### config.mk
export PLATFORM = sky130hd
export DESIGN_NAME = user_io_top
export DESIGN_NICKNAME = d
export VERILOG_FILES = /design/src/rtl/user_io_pkg.sv /design/src/rtl/spi_bus_if.sv /design/src/rtl/spi_shifter.sv /design/src/rtl/spi_frame_fsm.sv /design/src/rtl/io_cmd_decoder.sv /design/src/rtl/ps2_clk_div.sv /design/src/rtl/ps2_kbd_tx.sv /design/src/rtl/user_io_top.sv
export SDC_FILE = /design/constraint.sdc
export NUM_CORES = 1
export LEC_CHECK = 0
export ABC_AREA = 1
export BUFFER_PORTS_ARGS = -buffer_cell sky130_fd_sc_hd__buf_2
export CORE_ASPECT_RATIO = 1.2
export CORE_MARGIN = 10
export CORE_UTILIZATION = 53
export CTS_CLUSTER_DIAMETER = 120
export DETAILED_ROUTE_END_ITERATION = 12
export GPL_TIMING_DRIVEN = 1
export PLACE_DENSITY = 0.76
export SYNTH_ARGS = -nofsm -noshare
export SYNTH_HDL_FRONTEND = slang
export SYNTH_SLANG_ARGS = --single-unit
### constraint.sdc
create_clock -name clk_sys -period 2.7 [get_ports clk_sys]
set_clock_uncertainty 0.2 [all_clocks]
set_input_delay 0.135 -clock clk_sys [delete_from_list [all_inputs] [get_ports clk_sys]]
set_output_delay 0.135 -clock clk_sys [all_outputs]
set_load 0.05 [all_outputs]
### src/rtl/user_io_pkg.sv
//========================================
// user_io shared definitions: SPI opcodes,
// frame phases and PS/2 sizing constants
//========================================
`default_nettype none

package user_io_pkg;

	// first byte of every frame, sent by the IO controller
	typedef enum logic [7:0] {
		CMD_BUT_SW = 8'h01,
		CMD_KBD    = 8'h05,
		CMD_STATUS = 8'h1e,
		CMD_LEDS   = 8'h1f,
		CMD_JOY0   = 8'h60,
		CMD_JOY1   = 8'h61
	} io_cmd_e;

	typedef enum logic [1:0] {
		ST_IDLE,
		ST_CMD,
		ST_DATA
	} frame_state_e;

	// byte index within a frame, saturates at all ones
	localparam int BYTE_IDX_W = 4;

	// returned on MISO while the command byte shifts in
	localparam logic [7:0] CORE_TYPE = 8'ha4;

	// scan code prefixes
	localparam logic [7:0] KEY_EXT_PREFIX   = 8'he0;
	localparam logic [7:0] KEY_BREAK_PREFIX = 8'hf0;

	// clk_sys cycles per PS/2 clock half period
	localparam int PS2_DIV   = 50;
	localparam int PS2_DIV_W = $clog2(PS2_DIV);

	// keyboard FIFO, a packet is only taken with this much room left
	localparam int PS2_FIFO_BITS     = 4;
	localparam int PS2_FIFO_DEPTH    = 2 ** PS2_FIFO_BITS;
	localparam int PS2_FIFO_CNT_W    = PS2_FIFO_BITS + 1;
	localparam int PS2_FIFO_MIN_FREE = 4;

	localparam int SPI_SYNC_STAGES = 2;

endpackage

`default_nettype wire

### src/rtl/spi_bus_if.sv
//========================================
// byte level link between the SPI shifter,
// frame FSM and command decoder
//========================================
`timescale 1ns/1ns
`default_nettype none

interface spi_bus_if
	import user_io_pkg::*;
();

	logic [7:0]            rx_byte;
	logic                  rx_valid;
	logic [BYTE_IDX_W-1:0] byte_idx;
	io_cmd_e               cmd;
	frame_state_e          phase;
	// reply byte, picked up by the shifter at the next byte boundary
	logic [7:0]            tx_byte;

	modport shifter (output rx_byte, output rx_valid, input tx_byte);

	modport fsm (input rx_byte, input rx_valid, output byte_idx, output cmd, output phase);

	modport decoder (
		input  rx_byte,
		input  rx_valid,
		input  byte_idx,
		input  cmd,
		input  phase,
		output tx_byte
	);

endinterface

`default_nettype wire

### src/rtl/spi_shifter.sv
//========================================
// SPI mode 0 slave shifter, oversampled in
// clk_sys, MSB first in both directions
//========================================
`timescale 1ns/1ns
`default_nettype none

module spi_shifter
	import user_io_pkg::*;
(
	input  logic          clk_sys,
	input  logic          SPI_SS_IO,
	input  logic          spi_clk_i,
	input  logic          spi_mosi_i,
	output logic          spi_miso_o,
	spi_bus_if.shifter    bus
);

	logic [SPI_SYNC_STAGES-1:0] sck_sync;
	logic [SPI_SYNC_STAGES-1:0] mosi_sync;
	logic                       sck_q;
	logic                       sck_s;
	logic                       mosi_s;
	logic                       sck_rise;
	logic                       sck_fall;
	logic [2:0]                 bit_cnt;
	logic [6:0]                 rx_shift;
	logic [7:0]                 tx_shift;

	assign sck_s    = sck_sync[SPI_SYNC_STAGES-1];
	assign mosi_s   = mosi_sync[SPI_SYNC_STAGES-1];
	assign sck_rise = sck_s & ~sck_q;
	assign sck_fall = ~sck_s & sck_q;

	always_ff @(posedge clk_sys or posedge SPI_SS_IO) begin
		if (SPI_SS_IO) begin
			sck_sync     <= '0;
			mosi_sync    <= '0;
			sck_q        <= 1'b0;
			bit_cnt      <= 3'd0;
			rx_shift     <= 7'd0;
			bus.rx_valid <= 1'b0;
			tx_shift     <= CORE_TYPE;
			spi_miso_o   <= 1'b0;
		end else begin
			sck_sync     <= {sck_sync[SPI_SYNC_STAGES-2:0], spi_clk_i};
			mosi_sync    <= {mosi_sync[SPI_SYNC_STAGES-2:0], spi_mosi_i};
			sck_q        <= sck_s;
			bus.rx_valid <= sck_rise && bit_cnt == 3'd7;
			spi_miso_o   <= tx_shift[7];
			if (sck_rise) begin
				rx_shift <= {rx_shift[5:0], mosi_s};
				bit_cnt  <= bit_cnt + 3'd1;
			end
			// bit_cnt wraps to 0 on the eighth rise, so this fall opens the next byte
			if (sck_fall) begin
				if (bit_cnt == 3'd0)
					tx_shift <= bus.tx_byte;
				else
					tx_shift <= {tx_shift[6:0], 1'b0};
			end
		end
	end

	// completed byte
	always_ff @(posedge clk_sys) begin
		if (sck_rise && bit_cnt == 3'd7)
			bus.rx_byte <= {rx_shift, mosi_s};
	end

endmodule

`default_nettype wire

### src/rtl/spi_frame_fsm.sv
//========================================
// frame phase tracking, command latch and
// saturating byte index
//========================================
`timescale 1ns/1ns
`default_nettype none

module spi_frame_fsm
	import user_io_pkg::*;
(
	input  logic   clk_sys,
	input  logic   SPI_SS_IO,
	spi_bus_if.fsm bus
);

	always_ff @(posedge clk_sys or posedge SPI_SS_IO) begin
		if (SPI_SS_IO) begin
			bus.phase    <= ST_IDLE;
			bus.byte_idx <= '0;
			bus.cmd      <= io_cmd_e'(8'h00);
		end else begin
			case (bus.phase)
				// SS just went low, wait for the command byte
				ST_IDLE: bus.phase <= ST_CMD;
				ST_CMD: begin
					if (bus.rx_valid) begin
						// unknown opcodes are kept too, the decoder skips them
						bus.cmd   <= io_cmd_e'(bus.rx_byte);
						bus.phase <= ST_DATA;
					end
				end
				ST_DATA: bus.phase <= ST_DATA;
				default: bus.phase <= ST_IDLE;
			endcase

			if (bus.rx_valid && bus.byte_idx != '1)
				bus.byte_idx <= bus.byte_idx + 1'b1;
		end
	end

endmodule

`default_nettype wire

### src/rtl/io_cmd_decoder.sv
//========================================
// command decoder: output registers, key
// strobes, PS/2 feed and MISO reply byte
//========================================
`timescale 1ns/1ns
`default_nettype none

module io_cmd_decoder
	import user_io_pkg::*;
(
	input  logic        clk_sys,
	input  logic        SPI_SS_IO,
	spi_bus_if.decoder  bus,
	input  logic [7:0]  leds_i,
	input  logic        kbd_ready_i,
	output logic        kbd_wr_o,
	output logic [7:0]  kbd_byte_o,
	output logic [7:0]  but_sw_o,
	output logic [31:0] joystick_0_o,
	output logic [31:0] joystick_1_o,
	output logic [63:0] status_o,
	output logic [7:0]  key_code_o,
	output logic        key_pressed_o,
	output logic        key_extended_o,
	output logic        key_strobe_o
);

	logic [7:0]  but_sw_q       = '0;
	logic [31:0] joy0_q         = '0;
	logic [31:0] joy1_q         = '0;
	logic [63:0] status_q       = '0;
	logic [7:0]  key_code_q     = '0;
	logic        key_pressed_q  = 1'b0;
	logic        key_extended_q = 1'b0;

	logic                  cmd_rx;
	logic                  data_rx;
	logic                  kbd_data;
	logic                  key_hit;
	logic [BYTE_IDX_W-1:0] lane_idx;
	// packet state
	logic                  kbd_ok;
	logic                  key_pressed_r;
	logic                  key_ext_r;

	assign cmd_rx   = bus.rx_valid && bus.phase == ST_CMD;
	assign data_rx  = bus.rx_valid && bus.phase == ST_DATA;
	assign kbd_data = data_rx && bus.cmd == CMD_KBD && kbd_ok;
	assign key_hit  = kbd_data && bus.rx_byte != KEY_EXT_PREFIX &&
		bus.rx_byte != KEY_BREAK_PREFIX;
	// data byte n lands in lane n-1
	assign lane_idx = bus.byte_idx - 1'b1;

	always_ff @(posedge clk_sys or posedge SPI_SS_IO) begin
		if (SPI_SS_IO) begin
			kbd_ok        <= 1'b0;
			key_pressed_r <= 1'b1;
			key_ext_r     <= 1'b0;
			key_strobe_o  <= 1'b0;
			kbd_wr_o      <= 1'b0;
		end else begin
			key_strobe_o <= key_hit;
			kbd_wr_o     <= kbd_data;
			if (cmd_rx) begin
				// whole packet or nothing, room is checked only here
				kbd_ok        <= bus.rx_byte == CMD_KBD && kbd_ready_i;
				key_pressed_r <= 1'b1;
				key_ext_r     <= 1'b0;
			end else if (kbd_data) begin
				if (bus.rx_byte == KEY_EXT_PREFIX) begin
					key_ext_r <= 1'b1;
				end else if (bus.rx_byte == KEY_BREAK_PREFIX) begin
					key_pressed_r <= 1'b0;
				end else begin
					key_pressed_r <= 1'b1;
					key_ext_r     <= 1'b0;
				end
			end
		end
	end

	always_ff @(posedge clk_sys) begin
		if (data_rx) begin
			case (bus.cmd)
				CMD_BUT_SW: but_sw_q <= bus.rx_byte;
				CMD_JOY0: begin
					if (bus.byte_idx <= 4'd4)
						joy0_q[{lane_idx[1:0], 3'b000} +: 8] <= bus.rx_byte;
				end
				CMD_JOY1: begin
					if (bus.byte_idx <= 4'd4)
						joy1_q[{lane_idx[1:0], 3'b000} +: 8] <= bus.rx_byte;
				end
				CMD_STATUS: begin
					if (bus.byte_idx <= 4'd8)
						status_q[{lane_idx[2:0], 3'b000} +: 8] <= bus.rx_byte;
				end
				default: ;
			endcase
		end
		if (key_hit) begin
			key_code_q     <= bus.rx_byte;
			key_pressed_q  <= key_pressed_r;
			key_extended_q <= key_ext_r;
		end
		if (kbd_data)
			kbd_byte_o <= bus.rx_byte;
	end

	// reply for the next byte on MISO
	always_comb begin
		case (bus.phase)
			ST_DATA: bus.tx_byte = (bus.cmd == CMD_LEDS) ? leds_i : 8'h00;
			default: bus.tx_byte = CORE_TYPE;
		endcase
	end

	assign but_sw_o       = but_sw_q;
	assign joystick_0_o   = joy0_q;
	assign joystick_1_o   = joy1_q;
	assign status_o       = status_q;
	assign key_code_o     = key_code_q;
	assign key_pressed_o  = key_pressed_q;
	assign key_extended_o = key_extended_q;

endmodule

`default_nettype wire

### src/rtl/ps2_clk_div.sv
//========================================
// PS/2 bit clock divider with a tick on
// every rising edge
//========================================
`timescale 1ns/1ns
`default_nettype none

module ps2_clk_div
	import user_io_pkg::*;
(
	input  logic clk_sys,
	output logic ps2_clk_o,
	output logic tick_o
);

	logic [PS2_DIV_W-1:0] div_cnt   = '0;
	logic                 ps2_clk_q = 1'b0;
	logic                 tick_q    = 1'b0;

	always_ff @(posedge clk_sys) begin
		tick_q <= 1'b0;
		if (div_cnt == PS2_DIV_W'(PS2_DIV - 1)) begin
			div_cnt   <= '0;
			ps2_clk_q <= ~ps2_clk_q;
			// clock about to go high
			tick_q    <= ~ps2_clk_q;
		end else begin
			div_cnt <= div_cnt + 1'b1;
		end
	end

	assign ps2_clk_o = ps2_clk_q;
	assign tick_o    = tick_q;

endmodule

`default_nettype wire

### src/rtl/ps2_kbd_tx.sv
//========================================
// PS/2 keyboard device to host sender with
// a small byte FIFO
//========================================
`timescale 1ns/1ns
`default_nettype none

module ps2_kbd_tx
	import user_io_pkg::*;
(
	input  logic       clk_sys,
	input  logic       ps2_clk_i,
	input  logic       tick_i,
	input  logic       wr_i,
	input  logic [7:0] byte_i,
	output logic       ready_o,
	output logic       ps2_clk_o,
	output logic       ps2_data_o
);

	logic [7:0]                fifo_mem [PS2_FIFO_DEPTH];
	logic [PS2_FIFO_BITS-1:0]  wptr     = '0;
	logic [PS2_FIFO_BITS-1:0]  rptr     = '0;
	logic [PS2_FIFO_CNT_W-1:0] fill     = '0;
	logic                      push;
	logic                      pop;

	logic [3:0] tx_step  = 4'd0;
	logic [7:0] tx_shift = 8'd0;
	logic       parity   = 1'b1;
	logic       data_q   = 1'b1;

	// full writes are dropped, the decoder checks room per packet
	assign push    = wr_i && fill != PS2_FIFO_CNT_W'(PS2_FIFO_DEPTH);
	assign pop     = tick_i && tx_step == 4'd0 && fill != '0;
	assign ready_o = fill <= PS2_FIFO_CNT_W'(PS2_FIFO_DEPTH - PS2_FIFO_MIN_FREE);

	always_ff @(posedge clk_sys) begin
		if (push) begin
			fifo_mem[wptr] <= byte_i;
			wptr           <= wptr + 1'b1;
		end
		if (pop)
			rptr <= rptr + 1'b1;
		if (push && !pop)
			fill <= fill + 1'b1;
		else if (pop && !push)
			fill <= fill - 1'b1;
	end

	// steps 1..8 data LSB first, 9 parity, 10 stop, 11 back to idle
	always_ff @(posedge clk_sys) begin
		if (tick_i) begin
			if (tx_step == 4'd0) begin
				data_q <= 1'b1;
				if (pop) begin
					tx_shift <= fifo_mem[rptr];
					parity   <= 1'b1;
					data_q   <= 1'b0;
					tx_step  <= 4'd1;
				end
			end else begin
				if (tx_step <= 4'd8) begin
					data_q   <= tx_shift[0];
					tx_shift <= {1'b0, tx_shift[7:1]};
					parity   <= parity ^ tx_shift[0];
				end else if (tx_step == 4'd9) begin
					data_q <= parity;
				end else begin
					data_q <= 1'b1;
				end
				tx_step <= (tx_step == 4'd11) ? 4'd0 : tx_step + 4'd1;
			end
		end
	end

	// no clock pulses on the line while nothing is being sent
	assign ps2_clk_o  = ps2_clk_i | (tx_step == 4'd0);
	assign ps2_data_o = data_q;

endmodule

`default_nettype wire

### src/rtl/user_io_top.sv
//========================================
// user_io top: SPI command slave with PS/2
// keyboard emulation
//========================================
`timescale 1ns/1ns
`default_nettype none

module user_io_top (
	input  logic        clk_sys,
	input  logic        SPI_SS_IO,
	input  logic        spi_clk_i,
	input  logic        spi_mosi_i,
	input  logic [7:0]  leds_i,
	output logic        spi_miso_o,
	output logic [1:0]  buttons_o,
	output logic [1:0]  switches_o,
	output logic        scandoubler_disable_o,
	output logic        ypbpr_o,
	output logic        no_csync_o,
	output logic [31:0] joystick_0_o,
	output logic [31:0] joystick_1_o,
	output logic [63:0] status_o,
	output logic [7:0]  key_code_o,
	output logic        key_pressed_o,
	output logic        key_extended_o,
	output logic        key_strobe_o,
	output logic        ps2_kbd_clk_o,
	output logic        ps2_kbd_data_o
);

	logic [7:0] but_sw;
	logic       kbd_wr;
	logic [7:0] kbd_byte;
	logic       kbd_ready;
	logic       ps2_clk;
	logic       ps2_tick;

	spi_bus_if u_spi_bus ();

	spi_shifter u_spi_shifter (
		.clk_sys    (clk_sys),
		.SPI_SS_IO  (SPI_SS_IO),
		.spi_clk_i  (spi_clk_i),
		.spi_mosi_i (spi_mosi_i),
		.spi_miso_o (spi_miso_o),
		.bus        (u_spi_bus.shifter)
	);

	spi_frame_fsm u_spi_frame_fsm (
		.clk_sys   (clk_sys),
		.SPI_SS_IO (SPI_SS_IO),
		.bus       (u_spi_bus.fsm)
	);

	io_cmd_decoder u_io_cmd_decoder (
		.clk_sys        (clk_sys),
		.SPI_SS_IO      (SPI_SS_IO),
		.bus            (u_spi_bus.decoder),
		.leds_i         (leds_i),
		.kbd_ready_i    (kbd_ready),
		.kbd_wr_o       (kbd_wr),
		.kbd_byte_o     (kbd_byte),
		.but_sw_o       (but_sw),
		.joystick_0_o   (joystick_0_o),
		.joystick_1_o   (joystick_1_o),
		.status_o       (status_o),
		.key_code_o     (key_code_o),
		.key_pressed_o  (key_pressed_o),
		.key_extended_o (key_extended_o),
		.key_strobe_o   (key_strobe_o)
	);

	ps2_clk_div u_ps2_clk_div (
		.clk_sys   (clk_sys),
		.ps2_clk_o (ps2_clk),
		.tick_o    (ps2_tick)
	);

	ps2_kbd_tx u_ps2_kbd_tx (
		.clk_sys    (clk_sys),
		.ps2_clk_i  (ps2_clk),
		.tick_i     (ps2_tick),
		.wr_i       (kbd_wr),
		.byte_i     (kbd_byte),
		.ready_o    (kbd_ready),
		.ps2_clk_o  (ps2_kbd_clk_o),
		.ps2_data_o (ps2_kbd_data_o)
	);

	// button and switch byte fields, bit 7 unused
	assign buttons_o             = but_sw[1:0];
	assign switches_o            = but_sw[3:2];
	assign scandoubler_disable_o = but_sw[4];
	assign ypbpr_o               = but_sw[5];
	assign no_csync_o            = but_sw[6];

endmodule

`default_nettype wire

==> out/metrics.cfg <==
[run_status]
run_status=complete, no violations

[die]
die_height_um=202.3
die_area_um2=34780
io_pins=161
initial_utilization_pct=53.87
rows=66
core_um2=27250
die-width_um=171.9

[setup_path]
cp.arrival_ps=2610
cp-end-kind=flip-flop
cp_data_required_time_ps=2750
cp_max_fo=25
worstSetupStartpointType=flip-flop
criticalPathCategory=flip-flop to flip-flop

[power_and_ir_drop]
comb_power_share_pct=14.7
power_density_nw_per_um2=806.8
vdd_drop_max_mv=0.7184
p_seq_share_pct=47.5
power.switching_mw=3.815
clkPwrFrac_pct=37.8
swShare_pct=26.89
p_int_mw=10.37
leakage_nw=7.120

[drt]
finalWirelength_um=34440
dr.pass1.iters=5
vias=9458
viasPerCell=5.278
drtIter0Drc=573
drc=0
wl_per_cell_um=19.22
antenna_left=0

[clock_tree]
clock-sinks=372
cts_tree=done
cts-htree-levels=2
numCtsBuffers=37
root_buffer=clkbuf_16
worstSkewPairLatency_ps=540
clk_pin_slew_ps=70
post-cts-setup-buffer-count=0
clock_path_buffers=3

[synthesis]
syn_area_per_cell_um2=12.34
syn-instance-count=1190
synthesis.nets=1230
ys_seq_area_share_pct=73.88
synth_edf_count=317
synthTopCellsByCount=edfxtp_1, nand2_1, nor2_1
synth_cell_types=38
syn_area_um2=14680
yosysWarnings=0
yosys.area.top_type=edfxtp_1
synthTopCellsByArea=edfxtp_1, nand2_1, dfrtp_1
synth.most_common_cell=edfxtp_1
synth_flop_cell=edfxtp_1
async_flop_share_pct=11.83
synth_top_area_share_pct=64.84
synth_seq_cells=372

[global_routing]
first_global_vias=9410
grt-ovfl-total=0
track_usage_pct=19.80
antenna_found_initial=0
grt_pass1_wl_um=52650
grt_max_degree=65

[timing]
hold_ws_ps=36.82
worstMarginPinSlew_ps=964.4
finalCritPeriodShare_pct=95.04
fin_crit_ps=2566
slew_headroom_pct=35.71
finalHoldViolCount=0
fmax_mhz=389.7
setup-violations-final=0
rsz0062_at_grt=false
slew_viol_final=0

[cells_and_area]
fillCellCount=1965
nets=1463
seq_area_um2=10850
final_core_util_pct=64.53
diodes=0
multi_input_area_um2=3341
drive_above_1_share_pct=21.49
finalNonFillerCells=1792
syn_to_final_growth_pct=19.79

[worst_hold_path]
min_path_type=input port to flip-flop

[place]
portBuffers=160
dpl.cell_count=1713
place_congestion=0.8773
place_hpwl_um=23650

[flow_run]
drv_cap=0

## power by group through the flow
stage | clock network (mW) | registers, mW | logic, mW
2_1_floorplan | 0 | 6.83 | 1.39
3_3_place_gp | 0 | 6.83 | 1.94
3_5_place_dp | 0 | 6.84 | 2.04
4_1_cts | 5.43 | 6.73 | 2.07
5_1_grt | 5.65 | 6.75 | 2.34
6_report | 5.36 | 6.73 | 2.09
## critical path: stages (launching register included)
cell and delay [ps]:
dfrtp_1 350, inv_1 60, ha_1 230, xnor2_2 170
ha_1 330, inv_2 80, buf_4 280, nand2_1 180
nor3_2 170, buf_4 210
## what timing repair did
| item | CTS | global route |
|---|---|---|
| hold endpoints to repair | 50 | 0 |
| endpoints found under the setup margin | 0 | 43 |
| hold buffers | 11 | 0 |
| gates resized for setup | 0 | 5 |
## state kept, by name, summed over array words and instances (netlist names), 5 cells and up, named ones only
| register | flops |
|---|---|
| u_ps2_kbd_tx.fifo_mem | 128 |
| u_io_cmd_decoder.status_o | 64 |
| u_io_cmd_decoder.joystick_0_o | 32 |
| u_io_cmd_decoder.joystick_1_o | 32 |
| u_io_cmd_decoder.kbd_byte_o | 8 |
| u_io_cmd_decoder.key_code_o | 8 |
| u_ps2_kbd_tx.tx_shift | 8 |
| u_spi_frame_fsm.bus.cmd | 8 |
| u_spi_shifter.bus.rx_byte | 8 |
| u_spi_shifter.tx_shift | 8 |
| u_io_cmd_decoder.but_sw_o | 7 |
| u_spi_shifter.rx_shift | 7 |
| u_ps2_clk_div.div_cnt | 6 |
| u_ps2_kbd_tx.fill | 5 |
## kinds of logic (layout without fill, tap and decap cells)
kind of cell / Yosys count / count (layout) / synth area share, %
buffers and inverters: 121 / 383 / 3.639
DFF: 372 / 372 / 73.88
AOI/OAI and AO/OA: 51 / 51 / 1.781
adders and majority gates: 28 / 28 / 2.438
xor gates and xnor gates: 17 / 17 / 1.014
muxes: 1 / 1 / 0.07670
and+or+nand+nor: 600 / 600 / 17.17
## cell usage in the layout (no fill, tap or decap), types with 5 or more instances in the layout
master         Yosys  final
edfxtp_1         317    317
nand2_1          284    284
buf_2             18    160
nor2_1           161    157
nand3_1          110    110
inv_1             78     77
buf_4              1     61
dfrtp_1           40     40
clkbuf_16          0     37
ha_1              27     26
a21oi_1           23     23
o21ai_0           21     21
nor3_1            23     20
xor2_1            14     14
dlygate4sd3_1      0     11
dfxtp_1           11     10
clkbuf_1          10      8
nand4_1            6      6
bufinv_16          0      6
inv_2              4      5
clkinv_2           1      5
## final cells by class
cell class / count / share of cell area (%)
clock buffers: 49 / 5.749
inverters: 83 / 1.779
flip-flops and latches: 372 / 61.68
well taps: 340 / 2.419
repair buffers: 232 / 7.784
multi-input cells: 697 / 19.00
clock inverters: 19 / 1.594
## stage by stage
stage | total power, mW | setup TNS (ps) | setup slack (ps) | area (um2)
2_1_floorplan | 8.218 | -5624 | -115.4 | 14700
3_3_place_gp | 8.770 | 0 | 171.3 | 16160
3_5_place_dp | 8.879 | 0 | 77.64 | 16160
4_1_cts | 14.22 | 0 | 47.64 | 17570
5_1_grt | 14.75 | 0 | 3.635 | 17590
6_report | 14.19 | 0 | 134.0 | 17590
## routing by layer
layer | part of all wire [%] | up-vias | GRT usage [%] | routed length (um)
met1 | 36 | 4514 | 22.15 | 12400
met3 | 5.6 | 76 | 3.509 | 1934
met4 | 4.0 | 0 | 7.863 | 1362
li1 | - | 4525 | - | -
met2 | 54 | 343 | 36.11 | 18740
met5 | 0 | - | 0 | 0
## path summary, 6_finish.rpt
kind | from | to | slack (ps) | cells past startpoint
min reg2reg | u_spi_shifter.sck_sync[0] | u_spi_shifter.sck_sync[1] | 150 | 0
max in group asynchronous | SPI_SS_IO | u_spi_shifter.bit_cnt[0] | 1480 | 3
max | u_spi_frame_fsm.bus.byte_idx[0] | u_io_cmd_decoder.status_o[62] | 130 | 9
max reg2reg | u_spi_frame_fsm.bus.byte_idx[0] | u_io_cmd_decoder.status_o[62] | 130 | 9
min | spi_mosi_i | u_spi_shifter.mosi_sync[0] | 40 | 2
min in group asynchronous | SPI_SS_IO | u_spi_frame_fsm.bus.cmd[5] | 190 | 3
No activity file was read; power rests on OpenSTA's default activity.
